<file path="config.mk">
export PLATFORM = sky130hd
export DESIGN_NAME = rv32i_core
export DESIGN_NICKNAME = d
export VERILOG_FILES = /design/src/design/rv32i_pkg.sv /design/src/design/rv32i_core.sv /design/src/design/execute_stage.sv /design/src/design/instruction_decode.sv /design/src/design/hazard_unit.sv /design/src/design/control_rom.sv /design/src/design/regfile.sv /design/src/design/fetch_unit.sv
export SDC_FILE = /design/constraint.sdc
export NUM_CORES = 2
export LEC_CHECK = 0
export BUFFER_PORTS_ARGS = -buffer_cell sky130_fd_sc_hd__buf_2
export CAP_MARGIN = 20
export CORE_UTILIZATION = 39
export DETAILED_ROUTE_END_ITERATION = 6
export PLACE_DENSITY_LB_ADDON = 0.1
export SLEW_MARGIN = 20
export SYNTH_ARGS = -nofsm -noshare
export SYNTH_HDL_FRONTEND = slang
export SYNTH_HIERARCHICAL = 1
export SYNTH_SLANG_ARGS = --single-unit
</file>
<file path="constraint.sdc">
create_clock -name clk -period 13.54 [get_ports clk]
set_input_delay 2.031 -clock clk [delete_from_list [all_inputs] [get_ports clk]]
set_output_delay 2.031 -clock clk [all_outputs]
set_load 0.02 [all_outputs]
</file>
<file path="src/design/rv32i_pkg.sv">
`default_nettype none

package rv32i_pkg;

    localparam int xlen = 32;

    typedef logic [xlen-1:0] rv32i_word;
    typedef logic [4:0]      rv32i_reg;

    localparam rv32i_word reset_pc  = 32'h0000_0000;
    // addi x0, x0, 0
    localparam rv32i_word nop_instr = 32'h0000_0013;

    typedef enum logic [6:0] {
        op_lui   = 7'b0110111,
        op_auipc = 7'b0010111,
        op_jal   = 7'b1101111,
        op_jalr  = 7'b1100111,
        op_br    = 7'b1100011,
        op_imm   = 7'b0010011,
        op_reg   = 7'b0110011
    } rv32i_opcode_t;

    typedef enum logic [3:0] {
        alu_add,
        alu_sub,
        alu_sll,
        alu_slt,
        alu_sltu,
        alu_xor,
        alu_srl,
        alu_sra,
        alu_or,
        alu_and,
        alu_pass_b
    } alu_ops_t;

    // values follow the branch funct3 field
    typedef enum logic [2:0] {
        beq  = 3'b000,
        bne  = 3'b001,
        blt  = 3'b100,
        bge  = 3'b101,
        bltu = 3'b110,
        bgeu = 3'b111
    } cmp_ops_t;

    typedef enum logic {
        rs1_out = 1'b0,
        pc_out  = 1'b1
    } alumux1_sel_t;

    typedef enum logic [2:0] {
        i_imm   = 3'd0,
        u_imm   = 3'd1,
        b_imm   = 3'd2,
        j_imm   = 3'd3,
        rs2_out = 3'd4
    } alumux2_sel_t;

endpackage

`default_nettype wire
</file>
<file path="src/design/rv32i_core.sv">
`timescale 1ns/1ps
`default_nettype none

module rv32i_core
(
    input  logic                 clk,
    input  logic                 rst,
    output rv32i_pkg::rv32i_word fetch_pc,
    input  rv32i_pkg::rv32i_word fetch_instr,
    output logic                 retire_valid,
    output rv32i_pkg::rv32i_word retire_pc,
    output rv32i_pkg::rv32i_reg  retire_rd,
    output rv32i_pkg::rv32i_word retire_value
);

    logic                 stall;
    logic                 br_taken;
    rv32i_pkg::rv32i_word br_target;
    logic                 wb_wen;
    rv32i_pkg::rv32i_reg  wb_rd;
    rv32i_pkg::rv32i_word wb_value;

    // ID/EX state
    logic                 ex_valid, ex_is_branch, ex_is_jump, ex_is_jalr, ex_wen;
    rv32i_pkg::rv32i_word ex_pc, ex_alu_a, ex_alu_b, ex_rs1, ex_rs2, ex_imm;
    rv32i_pkg::alu_ops_t  ex_alu_op;
    rv32i_pkg::cmp_ops_t  ex_cmp_op;
    rv32i_pkg::rv32i_reg  ex_rd;

    fetch_unit fetch_unit
    (
        .clk       (clk),
        .rst       (rst),
        .stall     (stall),
        .br_taken  (br_taken),
        .br_target (br_target),
        .pc        (fetch_pc)
    );

    instruction_decode instruction_decode
    (
        .clk (clk), .rst (rst), .br_taken (br_taken),
        .pc (fetch_pc), .instr (fetch_instr),
        .wb_value (wb_value), .wb_rd (wb_rd), .wb_wen (wb_wen),
        .stall (stall),
        .ex_valid (ex_valid), .ex_pc (ex_pc),
        .ex_alu_a (ex_alu_a), .ex_alu_b (ex_alu_b),
        .ex_rs1 (ex_rs1), .ex_rs2 (ex_rs2),
        .ex_alu_op (ex_alu_op), .ex_cmp_op (ex_cmp_op),
        .ex_is_branch (ex_is_branch), .ex_is_jump (ex_is_jump),
        .ex_is_jalr (ex_is_jalr),
        .ex_rd (ex_rd), .ex_wen (ex_wen), .ex_imm (ex_imm)
    );

    execute_stage execute_stage
    (
        .clk (clk), .rst (rst),
        .ex_valid (ex_valid), .ex_pc (ex_pc),
        .ex_alu_a (ex_alu_a), .ex_alu_b (ex_alu_b),
        .ex_rs1 (ex_rs1), .ex_rs2 (ex_rs2),
        .ex_alu_op (ex_alu_op), .ex_cmp_op (ex_cmp_op),
        .ex_is_branch (ex_is_branch), .ex_is_jump (ex_is_jump),
        .ex_is_jalr (ex_is_jalr),
        .ex_rd (ex_rd), .ex_wen (ex_wen), .ex_imm (ex_imm),
        .br_taken (br_taken), .br_target (br_target),
        .wb_wen (wb_wen), .wb_rd (wb_rd), .wb_value (wb_value),
        .retire_valid (retire_valid), .retire_pc (retire_pc),
        .retire_rd (retire_rd), .retire_value (retire_value)
    );

endmodule

`default_nettype wire

</file>
<file path="src/design/execute_stage.sv">
`timescale 1ns/1ps
`default_nettype none

module execute_stage
(
    input  logic                 clk,
    input  logic                 rst,
    input  logic                 ex_valid,
    input  rv32i_pkg::rv32i_word ex_pc,
    input  rv32i_pkg::rv32i_word ex_alu_a,
    input  rv32i_pkg::rv32i_word ex_alu_b,
    input  rv32i_pkg::rv32i_word ex_rs1,
    input  rv32i_pkg::rv32i_word ex_rs2,
    input  rv32i_pkg::alu_ops_t  ex_alu_op,
    input  rv32i_pkg::cmp_ops_t  ex_cmp_op,
    input  logic                 ex_is_branch,
    input  logic                 ex_is_jump,
    input  logic                 ex_is_jalr,
    input  rv32i_pkg::rv32i_reg  ex_rd,
    input  logic                 ex_wen,
    input  rv32i_pkg::rv32i_word ex_imm,
    output logic                 br_taken,
    output rv32i_pkg::rv32i_word br_target,
    output logic                 wb_wen,
    output rv32i_pkg::rv32i_reg  wb_rd,
    output rv32i_pkg::rv32i_word wb_value,
    output logic                 retire_valid,
    output rv32i_pkg::rv32i_word retire_pc,
    output rv32i_pkg::rv32i_reg  retire_rd,
    output rv32i_pkg::rv32i_word retire_value
);

    rv32i_pkg::rv32i_word alu_out;
    rv32i_pkg::rv32i_word result;
    logic                 cmp_true;

    always_comb
    begin
        case (ex_alu_op)
            rv32i_pkg::alu_sub:    alu_out = ex_alu_a - ex_alu_b;
            rv32i_pkg::alu_sll:    alu_out = ex_alu_a << ex_alu_b[4:0];
            rv32i_pkg::alu_slt:    alu_out = {31'd0, $signed(ex_alu_a) < $signed(ex_alu_b)};
            rv32i_pkg::alu_sltu:   alu_out = {31'd0, ex_alu_a < ex_alu_b};
            rv32i_pkg::alu_xor:    alu_out = ex_alu_a ^ ex_alu_b;
            rv32i_pkg::alu_srl:    alu_out = ex_alu_a >> ex_alu_b[4:0];
            rv32i_pkg::alu_sra:    alu_out = $signed(ex_alu_a) >>> ex_alu_b[4:0];
            rv32i_pkg::alu_or:     alu_out = ex_alu_a | ex_alu_b;
            rv32i_pkg::alu_and:    alu_out = ex_alu_a & ex_alu_b;
            rv32i_pkg::alu_pass_b: alu_out = ex_alu_b;
            default:               alu_out = ex_alu_a + ex_alu_b;
        endcase

        case (ex_cmp_op)
            rv32i_pkg::beq:  cmp_true = ex_rs1 == ex_rs2;
            rv32i_pkg::bne:  cmp_true = ex_rs1 != ex_rs2;
            rv32i_pkg::blt:  cmp_true = $signed(ex_rs1) < $signed(ex_rs2);
            rv32i_pkg::bge:  cmp_true = $signed(ex_rs1) >= $signed(ex_rs2);
            rv32i_pkg::bltu: cmp_true = ex_rs1 < ex_rs2;
            default:         cmp_true = ex_rs1 >= ex_rs2;
        endcase
    end

    assign br_taken  = ex_valid && (ex_is_jump || (ex_is_branch && cmp_true));
    // jalr clears the low target bit
    assign br_target = !ex_is_jump ? ex_pc + ex_imm
                     : ex_is_jalr ? {alu_out[31:1], 1'b0} : alu_out;
    // jumps write the link address
    assign result    = ex_is_jump ? ex_pc + 32'd4 : alu_out;

    // EX/WB register
    always_ff @(posedge clk)
    begin
        if (rst)
        begin
            retire_valid <= 1'b0;
            wb_wen       <= 1'b0;
        end
        else
        begin
            retire_valid <= ex_valid;
            wb_wen       <= ex_valid && ex_wen;
        end
        retire_pc    <= ex_pc;
        retire_rd    <= ex_is_branch ? 5'd0 : ex_rd;
        retire_value <= ex_is_branch ? '0 : result;
    end

    assign wb_rd    = retire_rd;
    assign wb_value = retire_value;

    // the redirecting instruction retires, the slot flushed behind it does not
    flushed_slot_never_retires: assert property (@(posedge clk) disable iff (rst)
        br_taken |=> retire_valid ##1 !retire_valid);

endmodule

`default_nettype wire

</file>
<file path="src/design/instruction_decode.sv">
`timescale 1ns/1ps
`default_nettype none

module instruction_decode
(
    input  logic                     clk,
    input  logic                     rst,
    input  logic                     br_taken,
    input  rv32i_pkg::rv32i_word     pc,
    input  rv32i_pkg::rv32i_word     instr,
    input  rv32i_pkg::rv32i_word     wb_value,
    input  rv32i_pkg::rv32i_reg      wb_rd,
    input  logic                     wb_wen,
    output logic                     stall,
    output logic                     ex_valid,
    output rv32i_pkg::rv32i_word     ex_pc,
    output rv32i_pkg::rv32i_word     ex_alu_a,
    output rv32i_pkg::rv32i_word     ex_alu_b,
    output rv32i_pkg::rv32i_word     ex_rs1,
    output rv32i_pkg::rv32i_word     ex_rs2,
    output rv32i_pkg::alu_ops_t      ex_alu_op,
    output rv32i_pkg::cmp_ops_t      ex_cmp_op,
    output logic                     ex_is_branch,
    output logic                     ex_is_jump,
    output logic                     ex_is_jalr,
    output rv32i_pkg::rv32i_reg      ex_rd,
    output logic                     ex_wen,
    output rv32i_pkg::rv32i_word     ex_imm
);

    rv32i_pkg::rv32i_word dec_instr;
    rv32i_pkg::rv32i_word i_imm;
    rv32i_pkg::rv32i_word u_imm;
    rv32i_pkg::rv32i_word b_imm;
    rv32i_pkg::rv32i_word j_imm;
    rv32i_pkg::rv32i_word reg_a;
    rv32i_pkg::rv32i_word reg_b;
    rv32i_pkg::rv32i_word alu_a;
    rv32i_pkg::rv32i_word alu_b;

    rv32i_pkg::alu_ops_t     alu_op;
    rv32i_pkg::cmp_ops_t     cmp_op;
    rv32i_pkg::alumux1_sel_t alumux1_sel;
    rv32i_pkg::alumux2_sel_t alumux2_sel;
    logic is_branch, is_jump, is_jalr, wen, valid, uses_rs1, uses_rs2;

    // wrong-path slot decodes as a nop so it cannot raise a stall
    assign dec_instr = br_taken ? rv32i_pkg::nop_instr : instr;

    assign i_imm = {{21{dec_instr[31]}}, dec_instr[30:20]};
    assign u_imm = {dec_instr[31:12], 12'h000};
    assign b_imm = {{20{dec_instr[31]}}, dec_instr[7], dec_instr[30:25],
                    dec_instr[11:8], 1'b0};
    assign j_imm = {{12{dec_instr[31]}}, dec_instr[19:12], dec_instr[20],
                    dec_instr[30:21], 1'b0};

    regfile regfile
    (
        .clk   (clk),
        .rst   (rst),
        .load  (wb_wen),
        .in    (wb_value),
        .src_a (dec_instr[19:15]),
        .src_b (dec_instr[24:20]),
        .dest  (wb_rd),
        .reg_a (reg_a),
        .reg_b (reg_b)
    );

    control_rom control_rom
    (
        .instr       (dec_instr),
        .alu_op      (alu_op),
        .cmp_op      (cmp_op),
        .alumux1_sel (alumux1_sel),
        .alumux2_sel (alumux2_sel),
        .is_branch   (is_branch),
        .is_jump     (is_jump),
        .is_jalr     (is_jalr),
        .wen         (wen),
        .valid       (valid),
        .uses_rs1    (uses_rs1),
        .uses_rs2    (uses_rs2)
    );

    hazard_unit hazard_unit
    (
        .src_a    (dec_instr[19:15]),
        .src_b    (dec_instr[24:20]),
        .uses_rs1 (uses_rs1),
        .uses_rs2 (uses_rs2),
        .ex_rd    (ex_rd),
        .ex_wen   (ex_wen),
        .ex_valid (ex_valid),
        .bubble   (stall)
    );

    // operand muxes
    always_comb
    begin
        alu_a = (alumux1_sel == rv32i_pkg::pc_out) ? pc : reg_a;
        case (alumux2_sel)
            rv32i_pkg::i_imm: alu_b = i_imm;
            rv32i_pkg::u_imm: alu_b = u_imm;
            rv32i_pkg::b_imm: alu_b = b_imm;
            rv32i_pkg::j_imm: alu_b = j_imm;
            default:          alu_b = reg_b;
        endcase
    end

    // ID/EX register
    always_ff @(posedge clk)
    begin
        if (rst || br_taken || stall)
        begin
            ex_valid     <= 1'b0;
            ex_wen       <= 1'b0;
            ex_is_branch <= 1'b0;
            ex_is_jump   <= 1'b0;
            ex_is_jalr   <= 1'b0;
        end
        else
        begin
            ex_valid     <= valid;
            ex_wen       <= wen;
            ex_is_branch <= is_branch;
            ex_is_jump   <= is_jump;
            ex_is_jalr   <= is_jalr;
            ex_pc        <= pc;
            ex_alu_a     <= alu_a;
            ex_alu_b     <= alu_b;
            ex_rs1       <= reg_a;
            ex_rs2       <= reg_b;
            ex_alu_op    <= alu_op;
            ex_cmp_op    <= cmp_op;
            ex_rd        <= dec_instr[11:7];
            // branch offset for the target adder
            ex_imm       <= b_imm;
        end
    end

    // the bubble clears execute, so the conflict is gone a cycle later
    stall_lasts_one_cycle: assert property (@(posedge clk) disable iff (rst)
        stall |=> !stall);

endmodule

`default_nettype wire

</file>
<file path="src/design/hazard_unit.sv">
`timescale 1ns/1ps
`default_nettype none

module hazard_unit
(
    input  rv32i_pkg::rv32i_reg src_a,
    input  rv32i_pkg::rv32i_reg src_b,
    input  logic                uses_rs1,
    input  logic                uses_rs2,
    input  rv32i_pkg::rv32i_reg ex_rd,
    input  logic                ex_wen,
    input  logic                ex_valid,
    output logic                bubble
);

    logic ex_writes;
    logic hit_a;
    logic hit_b;

    assign ex_writes = ex_valid && ex_wen;
    // x0 never carries a dependence
    assign hit_a = uses_rs1 && src_a != 5'd0 && src_a == ex_rd;
    assign hit_b = uses_rs2 && src_b != 5'd0 && src_b == ex_rd;

    assign bubble = ex_writes && (hit_a || hit_b);

endmodule

`default_nettype wire

</file>
<file path="src/design/control_rom.sv">
`timescale 1ns/1ps
`default_nettype none

module control_rom
(
    input  rv32i_pkg::rv32i_word     instr,
    output rv32i_pkg::alu_ops_t      alu_op,
    output rv32i_pkg::cmp_ops_t      cmp_op,
    output rv32i_pkg::alumux1_sel_t  alumux1_sel,
    output rv32i_pkg::alumux2_sel_t  alumux2_sel,
    output logic                     is_branch,
    output logic                     is_jump,
    output logic                     is_jalr,
    output logic                     wen,
    output logic                     valid,
    output logic                     uses_rs1,
    output logic                     uses_rs2
);

    logic [2:0] funct3;
    logic [6:0] funct7;
    logic       alt;
    logic       f7_ok;
    rv32i_pkg::alu_ops_t arith_op;

    assign funct3 = instr[14:12];
    assign funct7 = instr[31:25];
    assign alt    = funct7 == 7'b0100000;

    // shared funct3 decode for register and immediate forms
    always_comb
    begin
        f7_ok = funct7 == 7'b0000000;
        case (funct3)
            3'b000: arith_op = rv32i_pkg::alu_add;
            3'b001: arith_op = rv32i_pkg::alu_sll;
            3'b010: arith_op = rv32i_pkg::alu_slt;
            3'b011: arith_op = rv32i_pkg::alu_sltu;
            3'b100: arith_op = rv32i_pkg::alu_xor;
            3'b101: arith_op = alt ? rv32i_pkg::alu_sra : rv32i_pkg::alu_srl;
            3'b110: arith_op = rv32i_pkg::alu_or;
            default: arith_op = rv32i_pkg::alu_and;
        endcase
        if (funct3 == 3'b101 || funct3 == 3'b000)
            f7_ok = f7_ok || alt;
    end

    always_comb
    begin
        alu_op      = rv32i_pkg::alu_add;
        cmp_op      = rv32i_pkg::cmp_ops_t'(funct3);
        alumux1_sel = rv32i_pkg::rs1_out;
        alumux2_sel = rv32i_pkg::i_imm;
        is_branch   = 1'b0;
        is_jump     = 1'b0;
        is_jalr     = 1'b0;
        wen         = 1'b0;
        valid       = 1'b0;
        uses_rs1    = 1'b0;
        uses_rs2    = 1'b0;

        case (instr[6:0])
            rv32i_pkg::op_lui:
            begin
                alu_op      = rv32i_pkg::alu_pass_b;
                alumux2_sel = rv32i_pkg::u_imm;
                wen         = 1'b1;
                valid       = 1'b1;
            end
            rv32i_pkg::op_auipc:
            begin
                alumux1_sel = rv32i_pkg::pc_out;
                alumux2_sel = rv32i_pkg::u_imm;
                wen         = 1'b1;
                valid       = 1'b1;
            end
            rv32i_pkg::op_jal:
            begin
                alumux1_sel = rv32i_pkg::pc_out;
                alumux2_sel = rv32i_pkg::j_imm;
                is_jump     = 1'b1;
                wen         = 1'b1;
                valid       = 1'b1;
            end
            rv32i_pkg::op_jalr:
            begin
                is_jump  = funct3 == 3'b000;
                is_jalr  = funct3 == 3'b000;
                wen      = funct3 == 3'b000;
                valid    = funct3 == 3'b000;
                uses_rs1 = funct3 == 3'b000;
            end
            rv32i_pkg::op_br:
            begin
                // funct3 010 and 011 are not branches
                valid     = funct3[2:1] != 2'b01;
                is_branch = valid;
                uses_rs1  = valid;
                uses_rs2  = valid;
            end
            rv32i_pkg::op_imm:
            begin
                alu_op   = arith_op;
                // only shifts constrain funct7 here
                valid    = (funct3[1:0] != 2'b01) || f7_ok;
                wen      = valid;
                uses_rs1 = valid;
            end
            rv32i_pkg::op_reg:
            begin
                alu_op      = (funct3 == 3'b000 && alt) ? rv32i_pkg::alu_sub : arith_op;
                alumux2_sel = rv32i_pkg::rs2_out;
                valid       = f7_ok;
                wen         = valid;
                uses_rs1    = valid;
                uses_rs2    = valid;
            end
            default:
            begin
                valid = 1'b0;
            end
        endcase
    end

endmodule

`default_nettype wire

</file>
<file path="src/design/regfile.sv">
`timescale 1ns/1ps
`default_nettype none

module regfile
(
    input  logic                 clk,
    input  logic                 rst,
    input  logic                 load,
    input  rv32i_pkg::rv32i_word in,
    input  rv32i_pkg::rv32i_reg  src_a,
    input  rv32i_pkg::rv32i_reg  src_b,
    input  rv32i_pkg::rv32i_reg  dest,
    output rv32i_pkg::rv32i_word reg_a,
    output rv32i_pkg::rv32i_word reg_b
);

    // x0 has no storage
    rv32i_pkg::rv32i_word data [1:31];

    always_ff @(posedge clk)
    begin
        if (rst)
        begin
            for (int i = 1; i < 32; i++)
            begin
                data[i] <= '0;
            end
        end
        else if (load && dest != 5'd0)
        begin
            data[dest] <= in;
        end
    end

    // writeback in flight is visible to decode in the same cycle
    always_comb
    begin
        if (src_a == 5'd0)
            reg_a = '0;
        else if (load && dest == src_a)
            reg_a = in;
        else
            reg_a = data[src_a];

        if (src_b == 5'd0)
            reg_b = '0;
        else if (load && dest == src_b)
            reg_b = in;
        else
            reg_b = data[src_b];
    end

endmodule

`default_nettype wire

</file>
<file path="src/design/fetch_unit.sv">
`timescale 1ns/1ps
`default_nettype none

module fetch_unit
(
    input  logic                clk,
    input  logic                rst,
    input  logic                stall,
    input  logic                br_taken,
    input  rv32i_pkg::rv32i_word br_target,
    output rv32i_pkg::rv32i_word pc
);

    // redirect wins over stall, stall wins over sequential fetch
    always_ff @(posedge clk)
    begin
        if (rst)
        begin
            pc <= rv32i_pkg::reset_pc;
        end
        else if (br_taken)
        begin
            pc <= br_target;
        end
        else if (!stall)
        begin
            pc <= pc + 32'd4;
        end
    end

endmodule

`default_nettype wire

</file>
Word level (Yosys, flattened, before mapping)
Memory sizes are Yosys's and may differ from the RTL's.
Index checks and enable logic that the tools add are counted.
- add/sub/neg operators: 5
- magnitude comparators: 6
- equality and inequality tests: 40
- shift operators: 3
- muxes and demuxes: 34
- bitwise operators: 5
- reductions and logical operators: 34
- operators by type and width (cell ; number):
    32-bit two-way mux ; 11
    32-bit one-hot mux with 10 select lines ; 1
    32-bit < comparator ; 4
    32-bit one-hot mux with 4 select lines ; 1
    32-bit by 3-bit adder with 32-bit output, second input constant ; 2
    32-bit adder ; 2
    32-bit greater-or-equal comparator ; 2
    32-bit AND ; 1
    32-bit equality test ; 1
    32-bit inequality test ; 1
    32-bit bitwise OR ; 1
    32-bit OR reduction ; 1
    32-bit by 5-bit << shifter with 32-bit output ; 1
    32-bit by 5-bit >> shifter with 32-bit output ; 1
    32-bit by 5-bit >>> shifter with 32-bit output ; 1
    32-bit subtractor ; 1
    32-bit XOR ; 1
    4-bit one-hot mux with 7 select lines ; 1
    7-bit by 6-bit equality test with 1-bit output, second input constant ; 3
    7-bit equality test, second input constant ; 3
    5-bit equality test ; 4
    3-bit equality test, second input constant ; 6
    4-bit by 3-bit equality test with 1-bit output, second input constant ; 4
    5-bit nonzero test ; 3
    other kinds (23) ; 70
- register bits: 292
- RAM bits: 992
- bits of input ports: 34
- output and inout bits: 102
- logic and storage cells: 148
- memories kept: 1
- memories (memory ; depth ; width ; read ports ; clocked after memory_dff ; write ports ; line ; text):
    instruction_decode.regfile.data ; 31 ; 32 ; 2 ; 0 ; 31 ; regfile.sv:18 ; rv32i_pkg::rv32i_word data [1:31];

Depth between registers and ports, before layout
- depth in word-level cells: 17
- depth in mapped cells: 27
- mapped depth without buffers: 24

Cells and area by module
The synthesis kept the hierarchy.
- by module, submodules not included (module ; times used ; cells an instance ; area an instance (µm²) ; sequential area each (µm²)):
    regfile ; 1 ; 3801 ; 55055.3 ; 30749.5
    execute_stage ; 1 ; 2012 ; 14809.2 ; 1421.4
    instruction_decode ; 1 ; 388 ; 6967.9 ; 5475.3
    fetch_unit ; 1 ; 231 ; 1879.3 ; 640.6
    control_rom ; 1 ; 46 ; 327.8 ; 0.0
    hazard_unit ; 1 ; 19 ; 136.4 ; 0.0

Worst setup path after synthesis
Ideal clock, no wire load.
- path kind: reg2reg
- start point: register instruction_decode.ex_rs1[26]
- end point: register instruction_decode.ex_alu_a[0], enable pin
- library setup time: 0.688 ns
- data arrival time: 11.089 ns
- required time: 12.852 ns
- slack: 1.763 ns
- stages on the path, launching flop included: 20
- buffers on the path: 2
- period minus slack after synthesis: 11.777 ns
- path through: edfxtp_1 -> ha_1 -> a41o_1 -> a21o_1 -> a2111oi_0 -> o21bai_1 -> nor3_1 -> xnor2_1 -> a221oi_1 -> o221a_2 -> buf_6 -> clkbuf_1 -> and2b_1 -> and3b_1 -> and4b_1 -> a311oi_1 -> nand2b_1 -> nand4_1 -> o32ai_1 -> nor3_2
- elaborated cells on any way between the ends: 39
- classes of those cells: 4 x order compare; 12 x eq/ne; 5 x mux; 18 x reduce/logical
- RTL lines (element ; line ; text):
    start, declared ; instruction_decode.sv:19 ; output rv32i_pkg::rv32i_word ex_rs1,
    start signal, assigned ; instruction_decode.sv:132 ; ex_rs1 <= reg_a;
    32-bit greater-or-equal comparator (tied with other cells) ; execute_stage.sv:59 ; default: cmp_true = ex_rs1 >= ex_rs2;
    1-bit one-hot mux with 5 select lines * ; execute_stage.sv:53 ; case (ex_cmp_op)
    1-bit logical AND * ; execute_stage.sv:63 ; assign br_taken = ex_valid && (ex_is_jump || (ex_is_branch && cmp_true));
    1-bit logical OR * ; execute_stage.sv:63 ;
    1-bit logical AND * ; execute_stage.sv:63 ;
    via br_taken ; rv32i_core.sv:17 ; logic br_taken;
    32-bit two-way mux * ; instruction_decode.sv:48 ; assign dec_instr = br_taken ? rv32i_pkg::nop_instr : instr;
    via instruction_decode.dec_instr[6] ; instruction_decode.sv:31 ; rv32i_pkg::rv32i_word dec_instr;
    7-bit by 6-bit equality test with 1-bit output (tied with other cells) ; control_rom.sv:62 ; case (instr[6:0])
    1-bit one-hot mux with 4 select lines * ; control_rom.sv:62 ;
    via instruction_decode.uses_rs1 ; instruction_decode.sv:45 ; logic is_branch, is_jump, is_jalr, wen, valid, uses_rs1, uses_rs2;
    1-bit logical AND * (2 in a row) ; hazard_unit.sv:22 ; assign hit_a = uses_rs1 && src_a != 5'd0 && src_a == ex_rd;
    1-bit logical OR * ; hazard_unit.sv:25 ; assign bubble = ex_writes && (hit_a || hit_b);
    1-bit logical AND * ; hazard_unit.sv:25 ;
    via stall ; rv32i_core.sv:16 ; logic stall;
    1-bit logical OR * ; instruction_decode.sv:114 ; if (rst || br_taken || stall)
    end signal, assigned ; instruction_decode.sv:130 ; ex_alu_a <= alu_a;
    end, declared ; instruction_decode.sv:17 ; output rv32i_pkg::rv32i_word ex_alu_a,
The timed path passes the listed nets; every way through them passes the cells marked *.
A chain may end at the register's enable or synchronous reset.

Final worst setup path
- start point: register instruction_decode.ex_rs1[17]
- end point: register instruction_decode.ex_rs1[6], enable pin
- elaborated cells on any way between the ends: 39
- classes of those cells: 4 x order compare; 12 x eq/ne; 5 x mux; 18 x reduce/logical
- RTL lines (element ; line ; text):
    32-bit greater-or-equal comparator (tied with other cells) ; execute_stage.sv:59 ;
    1-bit one-hot mux with 5 select lines * ; execute_stage.sv:53 ;
    1-bit logical AND * ; execute_stage.sv:63 ;
    1-bit logical OR * ; execute_stage.sv:63 ;
    1-bit logical AND * ; execute_stage.sv:63 ;
    via br_taken ; rv32i_core.sv:17 ;
    32-bit two-way mux * ; instruction_decode.sv:48 ;
    via instruction_decode.dec_instr[3] ; instruction_decode.sv:31 ;
    7-bit by 6-bit equality test with 1-bit output or 7-bit equality test (tied branches) ; control_rom.sv:62 ;
    1-bit one-hot mux with 2 select lines * ; control_rom.sv:62 ;
    via instruction_decode.uses_rs2 ; instruction_decode.sv:45 ;
    1-bit logical AND * (2 in a row) ; hazard_unit.sv:23 ; assign hit_b = uses_rs2 && src_b != 5'd0 && src_b == ex_rd;
    1-bit logical OR * ; hazard_unit.sv:25 ;
    1-bit logical AND * ; hazard_unit.sv:25 ;
    via stall ; rv32i_core.sv:16 ;
    1-bit logical OR * ; instruction_decode.sv:114 ;
Marked as above.

==> results.yml <==
yosys:
  synth.mux.area_fraction_pct: 17.9
  synth_xor_area_share_pct: 1.06
  synth_commonest_cells: "edfxtp_1 (1,203), and2_1 (1,020), mux4_2 (415)"
  synth_most_common_cell: "edfxtp_1"
  synth-compound-area-share_pct: 11.0
  yosysTopAreaCell: "edfxtp_1"
  yosysWarnings: 6
  synth_edf_count: 1203
  async_flop_share_pct: 0
  synthCells: 6497
  synthAdderAreaFrac_pct: 2.64
  yosys_register_bits: 1311
  yosys.area.top_type_share_pct: 45.6
  yosysSeqAreaShare_pct: 48.4
  syn-cell-area_mm2: 0.0792
  synthDistinctLibCells: 128
  yosys.area_share.simple_pct: 14.3
  synth_top_family_by_area: "multiplexers"
  yosys-top-cells-area: "edfxtp_1 (46%), mux4_2 (12%), and2_1 (8.1%), mux2i_1 (5.2%), dfxtp_1 (2.7%)"
  syn_avg_cell_area_um2: 12.2
  synthFlopType: "edfxtp_1"
setup_path:
  rr_worst_depth: 24
  critPathArrivalTime_ns: 8.59
  crit_type: "flip-flop to flip-flop"
  r2r_setup_slack_ns: 5.34
  cp-startpoint: "instruction_decode/ex_rs1[17]"
  required_ns: 13.94
  worst_setup_path_start_kind: "flip-flop"
  cp_max_fo: 73
  r2r_start: "instruction_decode/ex_rs1[17]"
  r2r_end: "instruction_decode/ex_rs1[6]"
  end_kind: "flip-flop"
clock_tree:
  numCtsBuffers: 155
  clockBufferDepth: 3
  clk_pin_slew_ns: 0.06
  clkSinkCount: 1311
  cts-root-buf: "clkbuf_16"
  ctsHtreeMaxLevel: 4
  cts_setup_buffers: 0
  clk_latency_ns: 0.83
  cts_tree: "yes"
  ctsHoldBuffers: 0
  cts_resized: 0
drt:
  wire_per_inst_um: 39.0
  initialDrtViolationCount: 10100
  vias_per_cell: 6.55
  vias: 60400
  routed_wl_um: 360000
  drc: 0
  firstDrtPassIters: 6
  postRouteAntennaNets: 0
final_layout:
  final_net_count: 6598
  area.growth.synth_to_final_pct: 10.2
  drive_above_1_share_pct: 18.6
  fillers: 18800
  stdcell_count: 9225
place:
  dp_hpwl_um: 229000
  port_buffers: 135
  place_congestion: 0.972
  dp.cells: 8913
floorplan:
  row_count: 165
  core_mm2: 0.202
  ios: 136
  dieWidth_um: 453
  start_util_pct: 39.2
  dieHeight_um: 453
  floorplan.die_area_mm2: 0.205
sta:
  fmax_mhz: 122
  fin_setup_tns_ns: 0
  hold_viol_final: 0
  final_max_slew_viol_count: 0
  finalCriticalPeriod_ns: 8.20
  slew_headroom_pct: 16.4
  fin_crit_sh_pct: 60.5
  rsz0062_at_grt: "no"
  setup_viol: 0
  tightest_slew_ns: 1.25
  clock_skew_ns: 0.0557
global_route:
  antenna_found_initial: 53
  grt_pass1_wl_um: 487000
  grt_overflow: 0
  grt_pass1_vias: 57400
  grt_max_degree: 103
  grt_util_all_layers_pct: 34.4
pwr:
  p_per_area_mw_per_mm2: 127
  power.leakage_nw: 32.3
  vdd_drop_max_uv: 148
run:
  drv_cap: 0
status:
  status: "complete, no violations"
hold_path:
  hold-path-cell-count: 0
  hold_path_class: "flip-flop to flip-flop"
  hold_end: "execute_stage/retire_pc[0]"
  worstHoldStart: "instruction_decode/ex_pc[0]"
[stage by stage]
step	area [um2]	util, %	total power, mW	hold slack (ns)	worst slack (ns)
floorplan	79300	-	6.08	0.377	1.76
global placement	82300	40.8	7.02	0.415	5.68
detailed placement	82300	40.8	7.01	0.409	5.59
CTS	87100	43.2	11.1	0.423	5.56
global route	87200	43.2	11.4	0.448	4.99
finish	87200	43.2	11.1	0.420	5.34
[flip-flops by register name, summed over array words and instances (netlist names), 5 cells and up]
signal,cells
instruction_decode/ex_alu_a,32
instruction_decode/ex_rs1,32
instruction_decode/ex_imm,8
instruction_decode/ex_alu_b,32
instruction_decode/ex_rs2,32
fetch_unit/pc,32
instruction_decode/ex_pc,32
execute_stage/retire_value,32
execute_stage/retire_rd,5
execute_stage/retire_pc,32
instruction_decode/regfile/data,1024
[logic make-up after synthesis]
group / Yosys count
other: 2
xor gates and xnor gates: 96
and+or+nand+nor: 2015
AOI/OAI and AO/OA: 1237
buffers and inverters: 787
adders and majority gates: 165
DFF: 1311
muxes: 884
[layer usage]
layer	vias to the layer above	wire [um]	global-route usage [%]
met1	31200	143000	46.6
met4	18	20800	17.7
met3	769	37400	7.30
met5	-	133	0
met2	3969	158000	52.0
li1	24400	-	-
[worst max path at each step]
stage	endpoint	cells after the start
floorplan	instruction_decode/ex_alu_a[0]	19
global placement	instruction_decode/ex_is_branch	25
detailed placement	instruction_decode/ex_valid	23
CTS	instruction_decode/ex_rs1[6]	22
global route	instruction_decode/ex_rs1[6]	24
finish	instruction_decode/ex_rs1[6]	24
[critical path: stages, from the launching register on]
cell	delay, ns
edfxtp_1	0.37
ha_1	0.31
a21oi_1	0.19
nor2b_1	0.06
o21ai_0	0.16
a21oi_1	0.10
a211oi_1	0.46
nor4_1	0.10
nor3_1	0.66
xnor2_1	0.13
a221oi_1	0.43
o221a_4	0.41
buf_4	0.62
nor2b_1	0.20
nand4bb_1	0.33
nor2_1	0.18
and2_2	0.75
a31o_2	0.29
nand4_1	0.10
or4_1	0.43
o32ai_2	0.11
buf_4	0.28
nor3_4	0.05
buf_4	0.38
buf_4	0.52
[cell usage in the layout (no fill, tap or decap), types with 29 or more instances in the layout]
cell type  count
edfxtp_1    1203
and2_1      1018
mux4_2       415
mux2i_1      410
nand2_1      288
a21oi_1      251
nor2_1       245
buf_4        208
ha_1         162
clkbuf_16    161
inv_1        144
o21ai_0      137
buf_2        135
a22oi_1      134
dfxtp_1      106
a211oi_1      86
o21ai_1       67
nand3_1       63
xnor2_1       61
a221oi_1      60
o22ai_1       56
mux2_2        52
o221ai_1      50
a21o_1        45
nor2b_1       44
nor3_1        40
clkbuf_1      38
clkinv_1      37
nand4_1       37
nor2_4        37
xor2_1        35
nand2b_1      34
a31oi_1       34
a32o_1        33
conb_1        33
diode_2       32
o211ai_1      32
or2_2         29
[final cells by class]
class	count	area, um2	share of cell area [%]
inverters	152	571	0.654
diodes	32	80.1	0.0918
multi-input cells	4430	37800	43.3
clock buffers	201	4200	4.81
flip-flops and latches	1311	38300	43.9
well taps	2672	3340	3.83
clock inverters	78	618	0.709
repair buffers	349	2360	2.71
[report_power, final]
part           total, mW  internal [mW]  switching [mW]  leakage [nW]
logic               2.23          0.664            1.56          16.7
clock network       4.10           2.32            1.78          2.35
registers           4.77           4.62           0.153          13.3
(Power assumes the default switching activity.)
